File: src/nn_layer_settings.svh
`ifndef NN_LAYER_SETTINGS_SVH
`define NN_LAYER_SETTINGS_SVH

// Elements in one input vector.
`define NN_INPUTS 15

// Neurons in the layer, each with its own weight row.
`define NN_NEURONS 4

// Word width of inputs, weights and results.
`define NN_WIDTH 32

// Fraction bits of the Q15.16 fixed point format.
`define NN_FRAC 16

`endif

File: src/nn_types_pkg.sv
`include "nn_layer_settings.svh"

package nn_types_pkg;

	// The accumulator is wide enough for fifteen shifted products.
	localparam int NN_ACC_W = 48;

	typedef logic signed [`NN_WIDTH-1:0] nn_word_t;

	typedef logic signed [NN_ACC_W-1:0] nn_acc_t;

	// One delivered result, tagged with the neuron that produced it.
	typedef struct packed {
		logic [1:0] idx;
		nn_word_t value;
	} nn_result_t;

	// Weights in Q15.16, one row per neuron, all with magnitude below 1.0.
	localparam nn_word_t NN_WEIGHTS [`NN_NEURONS][`NN_INPUTS] = '{
		'{ 15886,  35807,  18031, -12571,  -6779,
		   -2751, -13323,   5505,  -5965,  30535,
		  -32337,  20184, -15772,  25573,  -7757},
		'{ 22017, -41203,   9088,  30411,  -5120,
		   48712, -17654,   2049, -28733,  13370,
		   60021,  -9931,   4472, -52006,  18800},
		'{-30172,   7764,  43915,  -1206,  25108,
		  -14490,  37002, -61440,  11223,  -3391,
		   19975,  28640, -44812,   6606, -21001},
		'{ 51122, -12877, -26404,  15555,   3300,
		  -39017,   8192,  24680,  -7311,  46336,
		  -19283,  -2222,  33003, -58911,  10987}
	};

endpackage

File: src/nn_ctrl_pkg.sv
`include "nn_layer_settings.svh"

package nn_ctrl_pkg;

	import nn_types_pkg::*;

	typedef enum logic [1:0] {OP_FIRST, OP_ACC, OP_LAST} nn_op_e;

	typedef enum logic [1:0] {F_IDLE, F_SEND, F_REL} feeder_state_e;

	typedef enum logic [1:0] {D_IDLE, D_REQ, D_REL} drain_state_e;

	// One broadcast element of the input vector.
	typedef struct packed {
		nn_op_e op;
		logic [3:0] idx;
		nn_word_t data;
	} nn_elem_t;

endpackage

File: src/layer_feeder.sv
`timescale 1ns/100ps
`include "nn_layer_settings.svh"

module layer_feeder
	import nn_types_pkg::*;
	import nn_ctrl_pkg::*;
(
	input logic clk,
	input logic arst_n,
	input logic in_req,
	input nn_word_t in_data,
	output logic in_ack,
	input logic drain_busy,
	output nn_elem_t elem,
	output logic elem_valid
);

	feeder_state_e state;
	logic [3:0] count;
	logic flush;
	logic hold;
	logic accept;
	nn_op_e op;

	// The last element of a vector is in the neurons but the drain has not
	// captured it yet; flush covers that gap until drain_busy rises.
	assign hold = (count == 4'd0) && (drain_busy || flush);
	assign accept = (state == F_IDLE) && in_req && !hold;

	assign in_ack = (state != F_IDLE);
	assign elem_valid = (state == F_SEND);

	always_comb
	begin
		if (count == 4'd0)
			op = OP_FIRST;
		else if (count == 4'(`NN_INPUTS - 1))
			op = OP_LAST;
		else
			op = OP_ACC;
	end

	always_ff @(posedge clk or negedge arst_n)
	begin
		if (!arst_n)
		begin
			state <= F_IDLE;
			count <= 4'd0;
			flush <= 1'b0;
		end
		else
		begin
			case (state)
				F_IDLE:
				begin
					if (accept)
					begin
						state <= F_SEND;
						count <= (op == OP_LAST) ? 4'd0 : count + 4'd1;
					end
				end
				F_SEND:
				begin
					// The source may already have dropped in_req here.
					state <= in_req ? F_REL : F_IDLE;
				end
				default:
				begin
					if (!in_req)
						state <= F_IDLE;
				end
			endcase

			if (accept && (op == OP_LAST))
				flush <= 1'b1;
			else if (drain_busy)
				flush <= 1'b0;
		end
	end

	always_ff @(posedge clk)
	begin
		if (accept)
			elem <= '{op: op, idx: count, data: in_data};
	end

endmodule

File: config.mk
export PLATFORM = sky130hd
export DESIGN_NAME = layer_feeder
export DESIGN_NICKNAME = d
export VERILOG_FILES = /design/src/nn_types_pkg.sv /design/src/nn_ctrl_pkg.sv /design/src/layer_feeder.sv
export VERILOG_INCLUDE_DIRS = /design/src
export SDC_FILE = /design/constraint.sdc
export NUM_CORES = 1
export LEC_CHECK = 0
export ABC_AREA = 1
export BUFFER_PORTS_ARGS = -buffer_cell sky130_fd_sc_hd__buf_4
export CAP_MARGIN = 10
export CORE_MARGIN = 2
export CORE_UTILIZATION = 44
export DETAILED_ROUTE_END_ITERATION = 8
export HOLD_SLACK_MARGIN = 0.05
export PLACE_DENSITY = 0.77
export SLEW_MARGIN = 25
export SYNTH_ARGS = -nofsm -noshare
export SYNTH_HDL_FRONTEND = slang
export SYNTH_SLANG_ARGS = --single-unit
File: constraint.sdc
create_clock -name clk -period 1.9 [get_ports clk]
set_input_delay 0.19 -clock clk [delete_from_list [all_inputs] [get_ports clk]]
set_output_delay 0.19 -clock clk [all_outputs]
set_load 0.1 [all_outputs]
# == Word-level counts from Yosys, hierarchy flattened ==
# Cells that the tools add are included.
# Widths: inputs -> output; s select.
# totals
register_bits,45
input_bits,36
output_inout_bits,40
elab_cells,33
# op_classes
add_sub_neg,1
n_eq_ne,5
n_mux,9
reduce_logical,12
# op_table
operator,count
$mux 2,5
$add 4x1->4 const B,1
$eq 4x4->1 const B,1
$logic_and 1x1->1,4
$logic_not 4->1,1
$mux 4,1
$pmux 2 s2,1
$reduce_and 2->1,2
$reduce_bool 2->1,2
$ne 3x1->1 const B,1
$eq 2x1->1 const B,1
$eq 2x2->1 const B,1
$logic_not 2->1,1
$mux 1,2
$ne 2x2->1 const B,1
$logic_not 1->1,1
$logic_or 1x1->1,1

# == Depth between registers and ports, before layout ==
# logic_depth
depth_word,6
depth_mapped,7
mapped_depth_nobuf,7

# == Least setup slack after synthesis ==
# Ideal clock, no wire load.
# synth_path
path_kind,reg-to-reg
from,register state[1]
to,"register elem[0] in the netlist's numbering, enable pin"
setup_ns,0.376
arrival_time_ns,1.897
setup_slack_ns,-0.373
path_stages_with_launch,6
n_path_buf,0
synth_period_minus_slack_ns,2.273
path_cell_list,dfrtp_1 -> inv_1 -> nand2_1 -> nor2_2 -> nand2_4 -> inv_2
# synth_via
elab_chain_cells,3
# synth_lines
element,line,text
"start, declared",layer_feeder.sv:18,feeder_state_e state;
"start signal, assigned",layer_feeder.sv:65,state <= in_req ? F_REL : F_IDLE;
$logic_not 2->1,layer_feeder.sv:28,assign accept = (state == F_IDLE) && in_req && !hold;
$logic_and 1x1->1 (2 in series),layer_feeder.sv:28,
via accept,layer_feeder.sv:22,logic accept;
"end signal, assigned",layer_feeder.sv:84,"elem <= '{op: op, idx: count, data: in_data};"
"end, declared",layer_feeder.sv:14,"output nn_elem_t elem,"
# The timed path passes the listed nets, and every way through them passes these cells.
# A chain may end at the register's enable or synchronous reset.

# == Worst setup path in the final report ==
# layout_path
from,register count[0]
to,"register elem[32] in the netlist's numbering, enable pin"
# layout_via
elab_chain_cells,4
# layout_lines
element,line,text
"start, declared",layer_feeder.sv:19,logic [3:0] count;
"start signal, assigned",layer_feeder.sv:59,count <= (op == OP_LAST) ? 4'd0 : count + 4'd1;
$logic_not 4->1,layer_feeder.sv:27,assign hold = (count == 4'd0) && (drain_busy || flush);
$logic_and 1x1->1,layer_feeder.sv:27,
$logic_not 1->1,layer_feeder.sv:28,
$logic_and 1x1->1,layer_feeder.sv:28,
via accept,layer_feeder.sv:22,
# The timed path passes the listed nets, and every way through them passes these cells.

==> impl_metrics.tcl <==
set metrics [dict create \
    status "finished clean" \
    synth.largest_area_cell "edfxtp_1" \
    ioPinCount 76 \
    rsz0062_at_grt "no" \
    synth-compound-area-share_pct 2.09 \
    die_w_um 63.5 \
    ant_nets 0 \
    hold_viol 0 \
    clkLatencyLatePin_ns 0.36 \
    gp_congestion 0.705 \
    portBuffers 75 \
    antenna_found_initial 0 \
    fillers 202 \
    via_per_inst 4.67 \
    htreeDepth 2 \
    design.die.area_sq_um 4030 \
    synth-xor-area-share_pct 0.563 \
    cts_tree "done" \
    post_cts_buffers 0 \
    yosys_warnings 0 \
    cts.clk_slew.worst_paths_ns 0.11 \
    reg2reg_slack_ns 0.23 \
    synthTopCellsByArea "edfxtp_1, dfrtp_1, nand2_1, ha_1, inv_1" \
    synth_top_family_by_area "simple AND/OR/NAND/NOR gates" \
    whs_endpoint "flush" \
    dp_hpwl_um 2350 \
    wl_per_cell_um 16.1 \
    grt_overflow 0 \
    grt_pass1_vias 1190 \
    ir_drop_uv 1010 \
    ys_types 16 \
    worstHoldStart "drain_busy" \
    cp_max_fo 39 \
    postLayoutCellArea_sq_um 2580 \
    final_nets 244 \
    period_share_pct 88.1 \
    syn_area_per_cell_sq_um 17.3 \
    postCtsHoldBufs 33 \
    fmax_ghz 0.597 \
    finish.utilization_pct 76.9 \
    ys_seq_elements 45 \
    cp-start-kind "register" \
    drv_slew 0 \
    synth.area.mux_share_pct 0 \
    start_util_pct 46.3 \
    place_ws_ns 0.238 \
    drt-total-wl_um 4040 \
    r2r-end "elem[32]" \
    r2r_start "count[0]" \
    skew_ns 0.0220 \
    grtUsageTotal_pct 21.9 \
    antennaDiodeCount 0 \
    critPathArrivalTime_ns 1.68 \
    drive_gt1_share_pct 44.4 \
    critPathCaptureType "register" \
    p_per_area_nw_per_um2 1600 \
    numClockSinks 45 \
    cts-resized-gates 0 \
    layout_setup_ws_ns 0.226 \
    numCtsBuffers 5 \
    critPathRequiredTime_ns 1.91 \
    layout_min_cycle_time_ns 1.67 \
    hp-class "input pin to register" \
    grt_pass1_wl_um 6270 \
    worst-path-buf-inv 2 \
    maxCapViolations 0 \
    synthAdderAreaFrac_pct 2.41 \
    drt_iter0_markers 42 \
    cts_root_buf "clkbuf_4" \
    setup_viol 0 \
    path_cells "inv_1 -> ha_1 -> nand3_2 -> nand2_4 -> inv_4" \
    synth_area_sq_um 1560 \
    grt_start_max_net_pins 40 \
    first_pass_iters 4 \
    placementRows 21 \
    vias 1172 \
    worst_path_max_delay_cell "dfrtp_1" \
    cts_buffer_depth 2 \
    area_growth_pct 66.1 \
    path_delay_family "buffers and inverters" \
    worstMarginPinSlew_ns 0.449 \
    core_sq_um 3360 \
    syn_nets 129 \
    ys_seq_area_share_pct 84.6 \
    slowest_delay_ns 0.44 \
    die_y_um 63.5 \
    whs_path_depth 4 \
    path_class "register to register" \
    yosysTopAreaCellShare_pct 73.3 \
    synth-simple-area-share_pct 7.72 \
    r2r_cells 5 \
    syn_inst 90 \
    leakagePower_uw 0.00113 \
    crit_path_start "count[0]" \
    drc 0 \
    slew_headroom_pct 70.1 \
    dpl_cell_area_sq_um 2180 \
    tns_ns 0 \
]
==> worst min-delay path, stage by stage <==
cell and delay, ns:
buf_4 0.07, inv_1 0.04, nand2_1 0.05, o21ai_1 0.05
==> logic make-up (layout without fill, tap and decap cells) <==
kind of cell | after synthesis | in the layout
adders and majority gates | 3 | 3
DFF | 45 | 45
buffers and inverters | 11 | 126
xor gates and xnor gates | 1 | 1
AOI/OAI and AO/OA | 6 | 6
and+or+nand+nor | 24 | 24
==> cells in the mapped netlist <==
cell      instances
dfrtp_1           7
nand2_1          14
edfxtp_1         38
nor2_2            2
inv_2             3
nand3_1           2
xnor2_1           1
inv_1             8
nand3_2           2
nand2_4           1
nor2_1            2
ha_1              3
a21oi_1           1
nand4_1           1
o21ai_1           4
o31ai_1           1
==> cells in the final DEF, fill, tap and decap left out <==
cell type and n:
bufinv_16 1, dfrtp_1 7, nand4_1 1, inv_2 2
inv_4 1, nor2_1 2, inv_1 8, nand2_1 13
clkbuf_4 5, xnor2_1 1, o31ai_1 1, nor2_2 2
nand3_2 2, nand2_2 1, nand3_1 2, clkinv_2 1
ha_1 3, a21oi_1 1, buf_4 75, o21ai_1 4
nand2_4 1, dlygate4sd3_1 33, edfxtp_1 38
==> final cells by class <==
cell class              instances  area [sq um]  share of cell area (%)
clock buffers                   5          37.5                    1.45
clock inverters                 2          35.0                    1.36
inverters                      11          43.8                    1.69
multi-input cells              34           201                    7.79
flip-flops and latches         45          1320                    50.9
well taps                      46          57.6                    2.23
repair buffers                108           893                    34.6
==> worst max-delay path by stage <==
| stage | slack [ns] | to | cells past startpoint |
|---|---|---|---|
| 2_1_floorplan | 0.08 | elem_valid | 2 |
| 3_5_place_dp | 0.24 | elem[10] | 5 |
| 4_1_cts | 0.22 | elem[35] | 5 |
| 3_3_place_gp | 0.30 | elem[27] | 5 |
| 6_report | 0.23 | elem[32] | 5 |
| 5_1_grt | 0.11 | elem[32] | 5 |
==> routing by layer <==
| layer | wire (um) | part of all wire [%] | track usage [%] |
|---|---|---|---|
| met1 | 1700 | 42 | 27.9 |
| met2 | 1930 | 48 | 35.8 |
| met3 | 333 | 8.2 | 5.54 |
| met4 | 74 | 1.8 | 8.97 |
| met5 | 0 | 0 | 0 |
==> flip-flops by register name (all words and copies together) (netlist names) <==
name	flops
count	4
elem	38
flush	1
state	2
==> stage by stage <==
stage / hold slack (ns) / total power [uW] / instances
2_1_floorplan: -0.106 / 3100 / 90
3_3_place_gp: 0.00671 / 3490 / 211
3_5_place_dp: 0.0111 / 3530 / 211
4_1_cts: 0.0854 / 4120 / 251
5_1_grt: 0.114 / 4280 / 251
6_report: 0.0829 / 4130 / 251
==> where the power goes <==
| part | leakage, uW | switching (uW) | total (uW) | internal (uW) |
|---|---|---|---|---|
| clock network | 0.0000410 | 288 | 557 | 268 |
| logic | 0.000640 | 1660 | 2080 | 417 |
| registers | 0.000448 | 134 | 1500 | 1370 |
| total | 0.00113 | 2080 | 4130 | 2050 |
(Power assumes the default switching activity.)
