### config.mk
export PLATFORM = sky130hd
export DESIGN_NAME = layer_drain
export DESIGN_NICKNAME = d
export VERILOG_FILES = /design/src/nn_types_pkg.sv /design/src/nn_ctrl_pkg.sv /design/src/layer_drain.sv
export VERILOG_INCLUDE_DIRS = /design/src
export SDC_FILE = /design/constraint.sdc
export NUM_CORES = 1
export LEC_CHECK = 0
export BUFFER_PORTS_ARGS = -buffer_cell sky130_fd_sc_hd__buf_2
export CORE_MARGIN = 2
export CORE_UTILIZATION = 40
export CTS_CLUSTER_SIZE = 20
export DETAILED_ROUTE_END_ITERATION = 16
export PLACE_DENSITY_LB_ADDON = 0.25
export REMOVE_ABC_BUFFERS = 1
export SLEW_MARGIN = 20
export SYNTH_ARGS = -nofsm -noshare
export SYNTH_HDL_FRONTEND = slang
export SYNTH_SLANG_ARGS = --single-unit
### constraint.sdc
create_clock -name clk -period 14 [get_ports clk]
set_input_delay 1.4 -clock clk [delete_from_list [all_inputs] [get_ports clk]]
set_output_delay 1.4 -clock clk [all_outputs]
set_load 0.02 [all_outputs]
### src/nn_layer_settings.svh
`ifndef NN_LAYER_SETTINGS_SVH
`define NN_LAYER_SETTINGS_SVH

// Elements in one input vector.
`define NN_INPUTS 15

// Neurons in the layer, each with its own weight row.
`define NN_NEURONS 4

// Word width of inputs, weights and results.
`define NN_WIDTH 32

// Fraction bits of the Q15.16 fixed point format.
`define NN_FRAC 16

`endif

### src/nn_types_pkg.sv
`include "nn_layer_settings.svh"

package nn_types_pkg;

	// The accumulator is wide enough for fifteen shifted products.
	localparam int NN_ACC_W = 48;

	typedef logic signed [`NN_WIDTH-1:0] nn_word_t;

	typedef logic signed [NN_ACC_W-1:0] nn_acc_t;

	// One delivered result, tagged with the neuron that produced it.
	typedef struct packed {
		logic [1:0] idx;
		nn_word_t value;
	} nn_result_t;

	// Weights in Q15.16, one row per neuron, all with magnitude below 1.0.
	localparam nn_word_t NN_WEIGHTS [`NN_NEURONS][`NN_INPUTS] = '{
		'{ 15886,  35807,  18031, -12571,  -6779,
		   -2751, -13323,   5505,  -5965,  30535,
		  -32337,  20184, -15772,  25573,  -7757},
		'{ 22017, -41203,   9088,  30411,  -5120,
		   48712, -17654,   2049, -28733,  13370,
		   60021,  -9931,   4472, -52006,  18800},
		'{-30172,   7764,  43915,  -1206,  25108,
		  -14490,  37002, -61440,  11223,  -3391,
		   19975,  28640, -44812,   6606, -21001},
		'{ 51122, -12877, -26404,  15555,   3300,
		  -39017,   8192,  24680,  -7311,  46336,
		  -19283,  -2222,  33003, -58911,  10987}
	};

endpackage

### src/nn_ctrl_pkg.sv
`include "nn_layer_settings.svh"

package nn_ctrl_pkg;

	import nn_types_pkg::*;

	typedef enum logic [1:0] {OP_FIRST, OP_ACC, OP_LAST} nn_op_e;

	typedef enum logic [1:0] {F_IDLE, F_SEND, F_REL} feeder_state_e;

	typedef enum logic [1:0] {D_IDLE, D_REQ, D_REL} drain_state_e;

	// One broadcast element of the input vector.
	typedef struct packed {
		nn_op_e op;
		logic [3:0] idx;
		nn_word_t data;
	} nn_elem_t;

endpackage

### src/layer_drain.sv
`timescale 1ns/100ps
`include "nn_layer_settings.svh"

module layer_drain
	import nn_types_pkg::*;
	import nn_ctrl_pkg::*;
(
	input logic clk,
	input logic arst_n,
	input nn_word_t results [`NN_NEURONS],
	input logic done,
	output logic drain_busy,
	output logic out_req,
	input logic out_ack,
	output nn_result_t out_data
);

	drain_state_e state;
	logic [1:0] cur;
	nn_word_t vals [`NN_NEURONS];
	logic capture;

	assign capture = (state == D_IDLE) && done;

	assign drain_busy = (state != D_IDLE);
	assign out_req = (state == D_REQ);

	// Index and value only change when out_req rises again.
	assign out_data.idx = cur;
	assign out_data.value = vals[cur];

	always_ff @(posedge clk or negedge arst_n)
	begin
		if (!arst_n)
		begin
			state <= D_IDLE;
			cur <= 2'd0;
		end
		else
		begin
			case (state)
				D_IDLE:
				begin
					if (capture)
					begin
						cur <= 2'd0;
						state <= D_REQ;
					end
				end
				D_REQ:
				begin
					if (out_ack)
						state <= D_REL;
				end
				default:
				begin
					// Wait for the sink to release out_ack before the next word.
					if (!out_ack)
					begin
						if (cur == 2'(`NN_NEURONS - 1))
							state <= D_IDLE;
						else
						begin
							cur <= cur + 2'd1;
							state <= D_REQ;
						end
					end
				end
			endcase
		end
	end

	always_ff @(posedge clk)
	begin
		if (capture)
			vals <= results;
	end

endmodule

==> After elaboration in Yosys (flattened, before gate mapping) <==
Index checks and enable logic that the tools add are counted.
{ "op_classes": {"addsub": 1, "magnitude_cmp": 1, "eq_ne": 7, "mux": 12, "bitwise": 2, "reduce_logical": 5} }
{ "ops": {"columns": ["op", "count"], "rows": [
  ["binary-select mux 32 bit (select 2 bit)", 1],
  ["two-way mux 32 bit", 2],
  ["two-way mux 2 bit", 6],
  ["one-hot mux 2 bit (2 select lines)", 2],
  ["inequality test 2 x 1 -> 1 bit (second input constant)", 2],
  ["inequality test 2 bit (second input constant)", 2],
  ["AND reduction 4 bit", 1],
  ["greater-or-equal comparator 3 bit (second input constant)", 1],
  ["inequality test 3 x 2 -> 1 bit (second input constant)", 1],
  ["inverter 2 -> 3 bit", 1],
  ["AND reduction 3 bit", 1],
  ["adder 2 x 1 -> 2 bit (second input constant)", 1],
  ["equality test 2 x 1 -> 1 bit (second input constant)", 1],
  ["equality test 2 bit (second input constant)", 1],
  ["logical NOT 2 bit", 1],
  ["nonzero test 2 bit", 1],
  ["logical AND 1 bit", 1],
  ["two-way mux 1 bit", 1],
  ["inverter 1 bit", 1]
]} }
{ "word_totals": {"register_bits": 132, "in_bits": 132, "output_inout_bits": 36, "wordCells": 34} }

==> Longest topological paths before layout <==
Gate-level depths: netlist of run 1.
{ "logic_depth": {"ltp_word": 4, "ltp_mapped": 4, "depth_no_buf": 4} }

==> Worst setup path after synthesis of run 1 <==
Ideal clock, no wire load.
{ "synth_path": {"path_kind": "input to register", "start": "input port done", "end": "register cur[1]", "setup_ps": 132, "t_arrival_ps": 11370, "required_ps": 13868, "path_slack_ps": 2499, "cell_stages": 3, "path_buffers": 0, "cell_sequence": "nor3b_1 -> a21oi_1 -> a32o_1"} }
{ "synth_between": {"elab_chain_len": 3} }
{ "synth_rtl": {"columns": ["element", "line", "text"], "rows": [
  ["start: declaration", "layer_drain.sv:11", "input logic done,"],
  ["logical AND 1 bit", "layer_drain.sv:23", "assign capture = (state == D_IDLE) && done;"],
  ["inequality test 2 bit (no line)", null, null],
  ["AND reduction 4 bit (no line)", null, null],
  ["end signal: assignment", "layer_drain.sv:64", "cur <= cur + 2'd1;"],
  ["end: declaration", "layer_drain.sv:19", "logic [1:0] cur;"]
]} }
Every way passes these cells.
A chain may end at the register's enable or synchronous reset.

==> results of run 1 <==
[routing by layer]
layer  wire length, um  global-route usage, %  up-vias  part of all wire [%]
met4               246                   8.13        0                   2.7
li1                  -                      -     1171                     -
met1              3510                   17.4     1251                    38
met5                 0                      0        -                     0
met2              4660                   23.2       96                    51
met3               719                   7.31       17                   7.9
[sequential cells by signal, indices dropped and copies added, names as in the netlist]
register	count
vals	128
cur	2
state	2
[synthesized netlist by cell type (all sizes together), types with 2 or more instances]
master	count	share of area [%]
and2	2	0.26
buf	7	1.8
dfrtp	4	2.1
edfxtp	128	79
mux4	32	15
nor2	2	0.15
nor2b	2	0.26
[cell families (layout without fill, tap and decap cells)]
family,Yosys count,count (layout)
buffers and inverters,8,203
AO/OA/AOI/OAI,5,5
flip-flops,132,132
AND/OR/NAND/NOR,8,8
multiplexers,32,32
adder cells (fa/ha/maj),1,1
[stage by stage]
step | utilization [%] | area [um2] | hold WS (ps) | setup WS (ps)
after floorplan | - | 4770 | 534 | 2500
after global placement | 48.8 | 5830 | 603 | 10700
after detailed placement | 48.8 | 5830 | 605 | 10690
after CTS | 54.1 | 6470 | 615 | 10220
after global routing | 54.1 | 6470 | 666 | 10160
final | 54.1 | 6470 | 617 | 10320
[where the power goes]
part / total [mW] / switching, mW / internal [mW]
logic: 0.276 / 0.151 / 0.125
registers: 0.535 / 0.0321 / 0.503
clock network: 0.475 / 0.159 / 0.315
[final cells by class]
class,count,area share [%]
Clock buffer,19,6.69
Clock inverter,13,3.15
Multi-Input combinational cell,46,12.9
Sequential cell,132,61.0
Tap cell,147,2.84
Timing Repair Buffer,171,13.4
[critical path: stages (launching register included)]
cell and delay (ps):
dfrtp_2 550, buf_4 510, mux4_1 620, buf_2 180
[final timing paths]
kind                       startpoint      endpoint  slack (ps)  depth (start not counted)
min in group asynchronous      arst_n      state[0]         790                          1
max in group asynchronous      arst_n        cur[1]       13080                          1
hold / removal               state[1]      state[0]         620                          1
hold reg to reg              state[1]      state[0]         620                          1
setup reg to reg             state[1]      vals[21]       11750                          3
setup / recovery               cur[0]  out_data[31]       10320                          3
[placed cells by master, fill, tap and decap left out, types with 4 or more instances in the layout]
cell type,synthesis,final
edfxtp_1,128,128
clkbuf_16,0,17
mux4_2,28,28
bufinv_16,0,5
buf_2,3,167
buf_4,0,4
mux4_1,4,4
==> impl_metrics.ini, run 1 <==
[timing]
worst_clock_skew_ps = 5.23
timing.fmax_mhz = 271
slew_headroom_pct = 42.4
hold_viol_final = 0
setup-violations-final = 0
rsz0062_at_grt = false
tns_ps = 0
post-route-min-period_ps = 3680
worst_pin_slew_ps = 864
slew_viol_final = 0
finalCritPeriodShare_pct = 26.3

[drt]
drtPass1Iterations = 4
wirelength_um = 9140
drc = 0
drtIter0Drc = 179
routedWlPerCell_um = 17.3
num_vias = 2535
vias_per_cell = 4.80
antenna_left = 0

[cts]
cts.sinks = 132
numCtsBuffers = 17
postCtsHoldBufs = 0
h-tree-depth = 4
post-cts-setup-buffers = 0
tritoncts = built
clk_latency_ps = 420
postCtsResizedCells = 0
root_buffer = clkbuf_16
cts.path.max_buffers = 2
clkTransAtPathRegs_ps = 50

[synth]
synthArstFlopShare_pct = 3.03
netlist_area_um2 = 4860
synthAdderAreaFrac_pct = 0.257
synth_compound_area_share_pct = 0.746
syn_inst = 186
synth-xor-area-share_pct = 0
synth_edf_count = 128
ys_ff_latch = 132
ys_seq_area_share_pct = 81.1
ys_types = 19
ys.flop_type = edfxtp_1
synth_mux_area_share_pct = 15.1
synth_top_family_by_area = multiplexers
synthSimpleGateAreaFrac_pct = 0.952
synth-warning-count = 0
postSynthAreaPerCell_um2 = 26.2

[flow_run]
maxCapViolations = 0

[layout]
multi_input_area_um2 = 836
fill_cells = 926
seqCellArea_um2 = 3950
instances_no_fill = 528
synthToLayoutAreaGrowth_pct = 33.0
drive_above_1_share_pct = 60.6
nets = 501
n_antenna_cell = 0

[run_status]
outcome = finished clean

[placement]
port_buffers = 167
gp_congestion = 0.708
dp_hpwl_um = 6260
dp_cells = 496

[floorplan]
core_um2 = 12000
die_area_um2 = 13100
start_util_pct = 40.7
io_pins = 168
num_rows = 40
die_w_um = 114
dieHeight_um = 114

[global_routing]
grt-ovfl-total = 0
antenna_found_initial = 0
grt_util_all_layers_pct = 15.0
grt_pass1_wl_um = 14000
grt_max_degree = 52
grt_pass1_vias = 2688

[pwr]
fin_total_pwr_mw = 1.29
leakage_nw = 2.45
pwr_density_cell_nw_per_um2 = 199
worst_ir_drop_vdd_mv = 0.132

[worst_setup_path]
cp-start-kind = flop
cp.arrival_ps = 2280
worst_setup_path_end_kind = output pin
cp.required_ps = 12600
critPathKind = reg2out
crit_path_max_fanout = 26

[min_path]
min_path_type = reg2reg
(Power assumes the default switching activity.)
==> run 2, diff against run 1 <==
Clock period 14 ns to 3.35 ns, I/O delays scaled along.
==> run 2 against run 1 <==
Against the previous run: clock skew is essentially flat; clock power grew to 3.9 times the previous value; sequential share of layout area grew 0.14 points; sequential cell count is the same; global-route usage grew 0.12 points; critical path type unchanged; combinational power grew to 4.1 times the previous value; first-iteration DRC count shrank 39%; highest routed layer unchanged.
==> impl_metrics.ini, run 2 (synthesized netlist as in run 1, its figures left out) <==
[worst_setup_path]
cp.required_ps = 3010
cpPeakStageDelay_ps = 850
cp-start-kind = flop
cp_slowest_cell = dfrtp_2
critPathKind = reg2out
worst_setup_path_end_kind = output pin
crit_path_max_fanout = 23
worstPathCellList = buf_4 > mux4_2 > buf_2
cp.arrival_ps = 2310

[pwr]
worst_ir_drop_vdd_mv = 0.474
internal_power_mw = 3.81
switching_share_pct = 27.7
combPwrFrac_pct = 21.5
clock_power_share_pct = 35.3
p_switching_mw = 1.46
leakage_nw = 2.44
p_seq_share_pct = 43.2
pwr_density_cell_nw_per_um2 = 816

[run_status]
outcome = finished clean

[placement]
gp_congestion = 0.754
dp_hpwl_um = 6490
port_buffers = 167
dp_cells = 497
place_area_um2 = 5840

[layout]
final_util_pct = 54.0
largest_register = vals
layout_common_cells = 167 x buf_2, 128 x edfxtp_1, 28 x mux4_2, 17 x clkbuf_16, 5 x buf_4
drive_above_1_share_pct = 61.1
largest_registers = vals (128), cur (2), state (2)
instances_no_fill = 530
finalInstanceArea_um2 = 6450
synthToLayoutAreaGrowth_pct = 32.7
fill_cells = 961
layout_commonest_cell = buf_2
largest_reg_flops = 128
n_antenna_cell = 0
nets = 503

[floorplan]
start_util_pct = 40.7
io_pins = 168
die_area_um2 = 13100
num_rows = 40
core_um2 = 12000
die_w_um = 114
dieHeight_um = 114

[timing]
timing.fmax_mhz = 378
post-route-min-period_ps = 2640
hold_viol_final = 0
finalCritPeriodShare_pct = 78.9
worst_clock_skew_ps = 5.12
rsz0062_at_grt = false
worst_pin_slew_ps = 905
slew_viol_final = 0
whs_ps = 94.2
setup-violations-final = 0
slew_headroom_pct = 39.7

[cts]
cts.sinks = 132
numCtsBuffers = 17
cts.path.max_buffers = 2
clkTransAtPathRegs_ps = 60
tritoncts = built
clk_latency_ps = 410
root_buffer = clkbuf_16
h-tree-depth = 4

[min_path]
min_path_type = in2reg

[drt]
antenna_left = 0
wirelength_um = 9320
num_vias = 2527
drtIter0Drc = 110
drc = 0
drtPass1Iterations = 4
routedWlPerCell_um = 17.6
vias_per_cell = 4.77

[global_routing]
antenna_found_initial = 0
grt_max_degree = 57
grt-ovfl-total = 0
grt_util_all_layers_pct = 15.2
grt_pass1_vias = 2786
grt_pass1_wl_um = 14100

[flow_run]
maxCapViolations = 0
## run 2: cell types whose count changed in the layout (fill, tap and decap cells not counted)
cell / delta
buf_4: +1
bufinv_16: -2
clkbuf_1: -2
clkinv_4: +2
dlygate4sd3_1: +1
inv_6: +2
## run 2: final cells by class
| cell class | count | area [um2] | share of cell area [%] |
|---|---|---|---|
| repair buffers | 173 | 883 | 13.7 |
| well taps | 147 | 184 | 2.85 |
| clock buffers | 17 | 425 | 6.59 |
| multi-input cells | 46 | 836 | 13.0 |
| flip-flops and latches | 132 | 3950 | 61.1 |
| clock inverters | 15 | 179 | 2.77 |
## run 2: metal layers
metal  vias to the layer above  share of wire, %  track usage [%]
met5                         -                 0                0
met4                         0               1.2             5.85
met3                         9               8.0             7.57
met2                        91                54             25.5
met1                      1246                37             16.5
li1                       1181                 -                -
## run 2: stage by stage
| step | setup slack (ps) | power, mW | setup TNS, ps |
|---|---|---|---|
| CTS | 614 | 5.35 | 0 |
| detailed placement | 1060 | 3.48 | 0 |
| global placement | 1090 | 3.44 | 0 |
| global route | 541 | 5.50 | 0 |
| floorplan | -7340 | 3.11 | -941710 |
| finish | 708 | 5.27 | 0 |
## run 2: repair_timing
action | in CTS | in global routing
hold endpoints to repair | 4 | 0
hold buffers | 1 | 0
setup buffers | 0 | 0
gates resized for setup | 0 | 0
## run 2: path summary, 6_finish.rpt
kind | startpoint | end | slack, ps | cells after the start
min | results[0] | vals[0] | 90 | 1
min in group asynchronous | arst_n | state[0] | 260 | 2
max in group asynchronous | arst_n | cur[1] | 2940 | 2
max | cur[0] | out_data[29] | 710 | 3
max reg2reg | state[1] | vals[58] | 1310 | 2
min reg2reg | state[1] | state[0] | 610 | 1
## run 2: worst max-delay path, delay by kind of cell (launching register included)
family	cells	cell delay [ps]
buffers and inverters	2	510
flip-flops	1	850
multiplexers	1	530
## run 2: power by group through the flow
stage | sequential [mW] | clock, mW | combinational (mW)
after CTS | 2.29 | 1.90 | 1.16
final | 2.28 | 1.86 | 1.13
after floorplan | 2.37 | 0 | 0.743
after detailed placement | 2.32 | 0 | 1.15
after global routing | 2.31 | 1.97 | 1.21
after global placement | 2.31 | 0 | 1.14
==> run 3, diff against run 2 <==
Clock period 3.35 ns to 2.28 ns, I/O delays scaled along.
==> run 3 against run 2 <==
Against the previous run: the flow now stops in clock tree synthesis; synthesized cell count unchanged; area after synthesis unchanged.
==> impl_metrics.ini, run 3 <==
[run_status]
outcome = aborted with a tool error
failing_step = clock tree synthesis
first-error = [ERROR RSZ-0060] Max buffer count reached.

[synth]
synth-warning-count = 0
synth_top_cells_by_count = 128 x edfxtp_1, 28 x mux4_2, 4 x dfrtp_1, 4 x mux4_1
netlist_area_um2 = 4860
postSynthAreaPerCell_um2 = 26.2
ys_seq_area_share_pct = 81.1
synthArstFlopShare_pct = 3.03
synthTopCellsByArea = edfxtp_1 79%, mux4_2 13%, mux4_1 2.2%
syn_inst = 186
ys_ff_latch = 132
yosysTopAreaCell = edfxtp_1
ys.flop_type = edfxtp_1
synth_most_common_cell = edfxtp_1
synth_top_area_share_pct = 79.0
synth_edf_count = 128
ys_types = 19

[placement]
port_buffers = 167
dp_hpwl_um = 6190
place_worst_setup_slack_ps = 482
gp_congestion = 0.742
dp_cells = 497

[cts]
cts.sinks = 132
root_buffer = clkbuf_16
postCtsHoldBufs = 107
post-cts-setup-buffers = 0
numCtsBuffers = 17
cts.path.max_buffers = 2
postCtsResizedCells = 0
h-tree-depth = 4

[floorplan]
start_util_pct = 40.7
dieHeight_um = 114
num_rows = 40
io_pins = 168
die_w_um = 114
[run 3: cells by family after synthesis]
| family | share of synthesized area [%] |
|---|---|
| AOI/OAI and AO/OA | 0.746 |
| muxes | 15.1 |
| adders and majority gates | 0.257 |
| DFF | 81.1 |
| buffers and inverters | 1.85 |
| and+or+nand+nor | 0.952 |
[run 3: through the flow]
step	hold WS, ps	cell area (um2)
floorplan	-67.6	4770
detailed placement	40.4	5890
global placement	41.0	5890
==> run 4, diff against run 3 <==
Settings changed: CORE_UTILIZATION 40 to 25, CTS_CLUSTER_SIZE 20 to unset, PLACE_DENSITY_LB_ADDON 0.25 to 0.15.
Clock period 2.28 ns to 2.95 ns, I/O delays scaled along.
==> run 4 against run 3 <==
Against the previous run: the flow now finishes without violations.
==> impl_metrics.ini, run 4 (synthesized netlist as in run 1, its figures left out) <==
[run_status]
outcome = finished clean

[timing]
finalCritPeriodShare_pct = 87.6
slew_viol_final = 0
slew_headroom_pct = 42.5
setup-violations-final = 0
worst_pin_slew_ps = 863
timing.fmax_mhz = 387
post-route-min-period_ps = 2580
worst_clock_skew_ps = 9.97
tns_ps = 0
rsz0062_at_grt = false
hold_viol_final = 0

[layout]
n_antenna_cell = 0
synthToLayoutAreaGrowth_pct = 38.5
fill_cells = 1897
largest_register = vals
nets = 502
final_util_pct = 35.0
finalInstanceArea_um2 = 6740
largest_registers = vals (128), cur (2), state (2)
drive_above_1_share_pct = 61.3
largest_reg_flops = 128
layout_commonest_cell = buf_2
instances_no_fill = 647
layout_common_cells = 167 x buf_2, 128 x edfxtp_1, 28 x mux4_2, 17 x clkbuf_16, 7 x bufinv_16

[floorplan]
die_area_um2 = 20600
start_util_pct = 25.2
dieHeight_um = 143
core_um2 = 19300
io_pins = 168
num_rows = 51
die_w_um = 143

[global_routing]
grt_pass1_vias = 2735
antenna_found_initial = 0
grt-ovfl-total = 0
grt_pass1_wl_um = 14900
grt_util_all_layers_pct = 10.0
grt_max_degree = 74

[worst_setup_path]
cp.required_ps = 2650
cp_slowest_cell = dfrtp_2
cp-start-kind = flop
reg2reg_depth = 4
worstPathCellList = buf_12 > mux4_2 > buf_2
crit_family = flip-flops
reg2reg_slack_ps = 1190
crit_path_max_fanout = 24
crit_buf_inv = 2
worst_setup_path_end_kind = output pin
cp.arrival_ps = 2290
rr_startpoint = cur[0]
cpPeakStageDelay_ps = 930
critPathKind = reg2out
r2r_end = cur[1]

[drt]
vias_per_cell = 3.98
drtPass1Iterations = 4
antenna_left = 0
num_vias = 2577
wirelength_um = 9930
routedWlPerCell_um = 15.3
drc = 0
drtIter0Drc = 84

[cts]
root_buffer = clkbuf_16
numCtsBuffers = 17
clk_latency_ps = 410
clkTransAtPathRegs_ps = 60
h-tree-depth = 4
postCtsResizedCells = 0
tritoncts = built
cts.sinks = 132
cts.path.max_buffers = 2

[min_path]
min_from = results[6]
min_path_type = in2reg
whs_path_depth = 1
whs_endpoint = vals[6]

[flow_run]
maxCapViolations = 0

[placement]
dp_cells = 614
place_area_um2 = 6030
gp_congestion = 0.651
port_buffers = 167
dp_hpwl_um = 6540

[pwr]
pwr_density_cell_nw_per_um2 = 952
leakage_nw = 2.50
worst_ir_drop_vdd_mv = 0.343
[run 4: cell type report]
type	count	area [um2]	area share (%)
flip-flops and latches	132	3950	58.6
repair buffers	172	926	13.7
multi-input cells	46	836	12.4
clock buffers	18	429	6.37
well taps	265	332	4.92
clock inverters	14	270	4.01
[run 4: how the worst max path moves through the flow]
stage,start,end,slack (ps),cells past startpoint
after global placement,cur[0],out_data[14],750,3
after global routing,cur[0],out_data[24],170,3
after floorplan,state[1],cur[1],-7740,3
final,cur[0],out_data[24],370,3
after detailed placement,cur[0],out_data[24],730,3
after CTS,cur[0],out_data[24],250,3
[run 4: what timing repair did]
action                                 CTS  global route
hold buffers                             1             0
endpoints found under the hold margin    4             0
buffers inserted                         0             0
[run 4: power breakdown]
| part | total [mW] | internal, mW | leakage [nW] | switching (mW) |
|---|---|---|---|---|
| Sequential | 2.56 | 2.38 | 1.23 | 0.176 |
| Combinational | 1.35 | 0.636 | 0.932 | 0.715 |
| Clock | 2.51 | 1.68 | 0.336 | 0.821 |
| Total | 6.42 | 4.70 | 2.50 | 1.71 |
[run 4: worst reg2reg max path, cell delays in order (launching register included)]
cell and delay [ps]:
dfrtp_2 710, ha_1 350, nor2_1 220, a21oi_1 150, a32o_1 220
[run 4: metal layers]
layer  vias to the layer above  global-route usage [%]  share of wire (%)
met1                      1286                    11.3                 41
li1                       1175                       -                  -
met3                        14                    4.23                7.5
met5                         -                       0                  0
met2                       102                    16.6                 50
met4                         0                    4.49                1.9
[run 4: stage by stage]
step / power (mW) / hold slack [ps] / worst slack (ps)
finish: 6.42 / 53.1 / 366
global route: 6.73 / 23.4 / 171
floorplan: 3.53 / -0.591 / -7740
detailed placement: 4.00 / 114 / 726
global placement: 3.97 / 104 / 746
CTS: 6.57 / 24.0 / 250
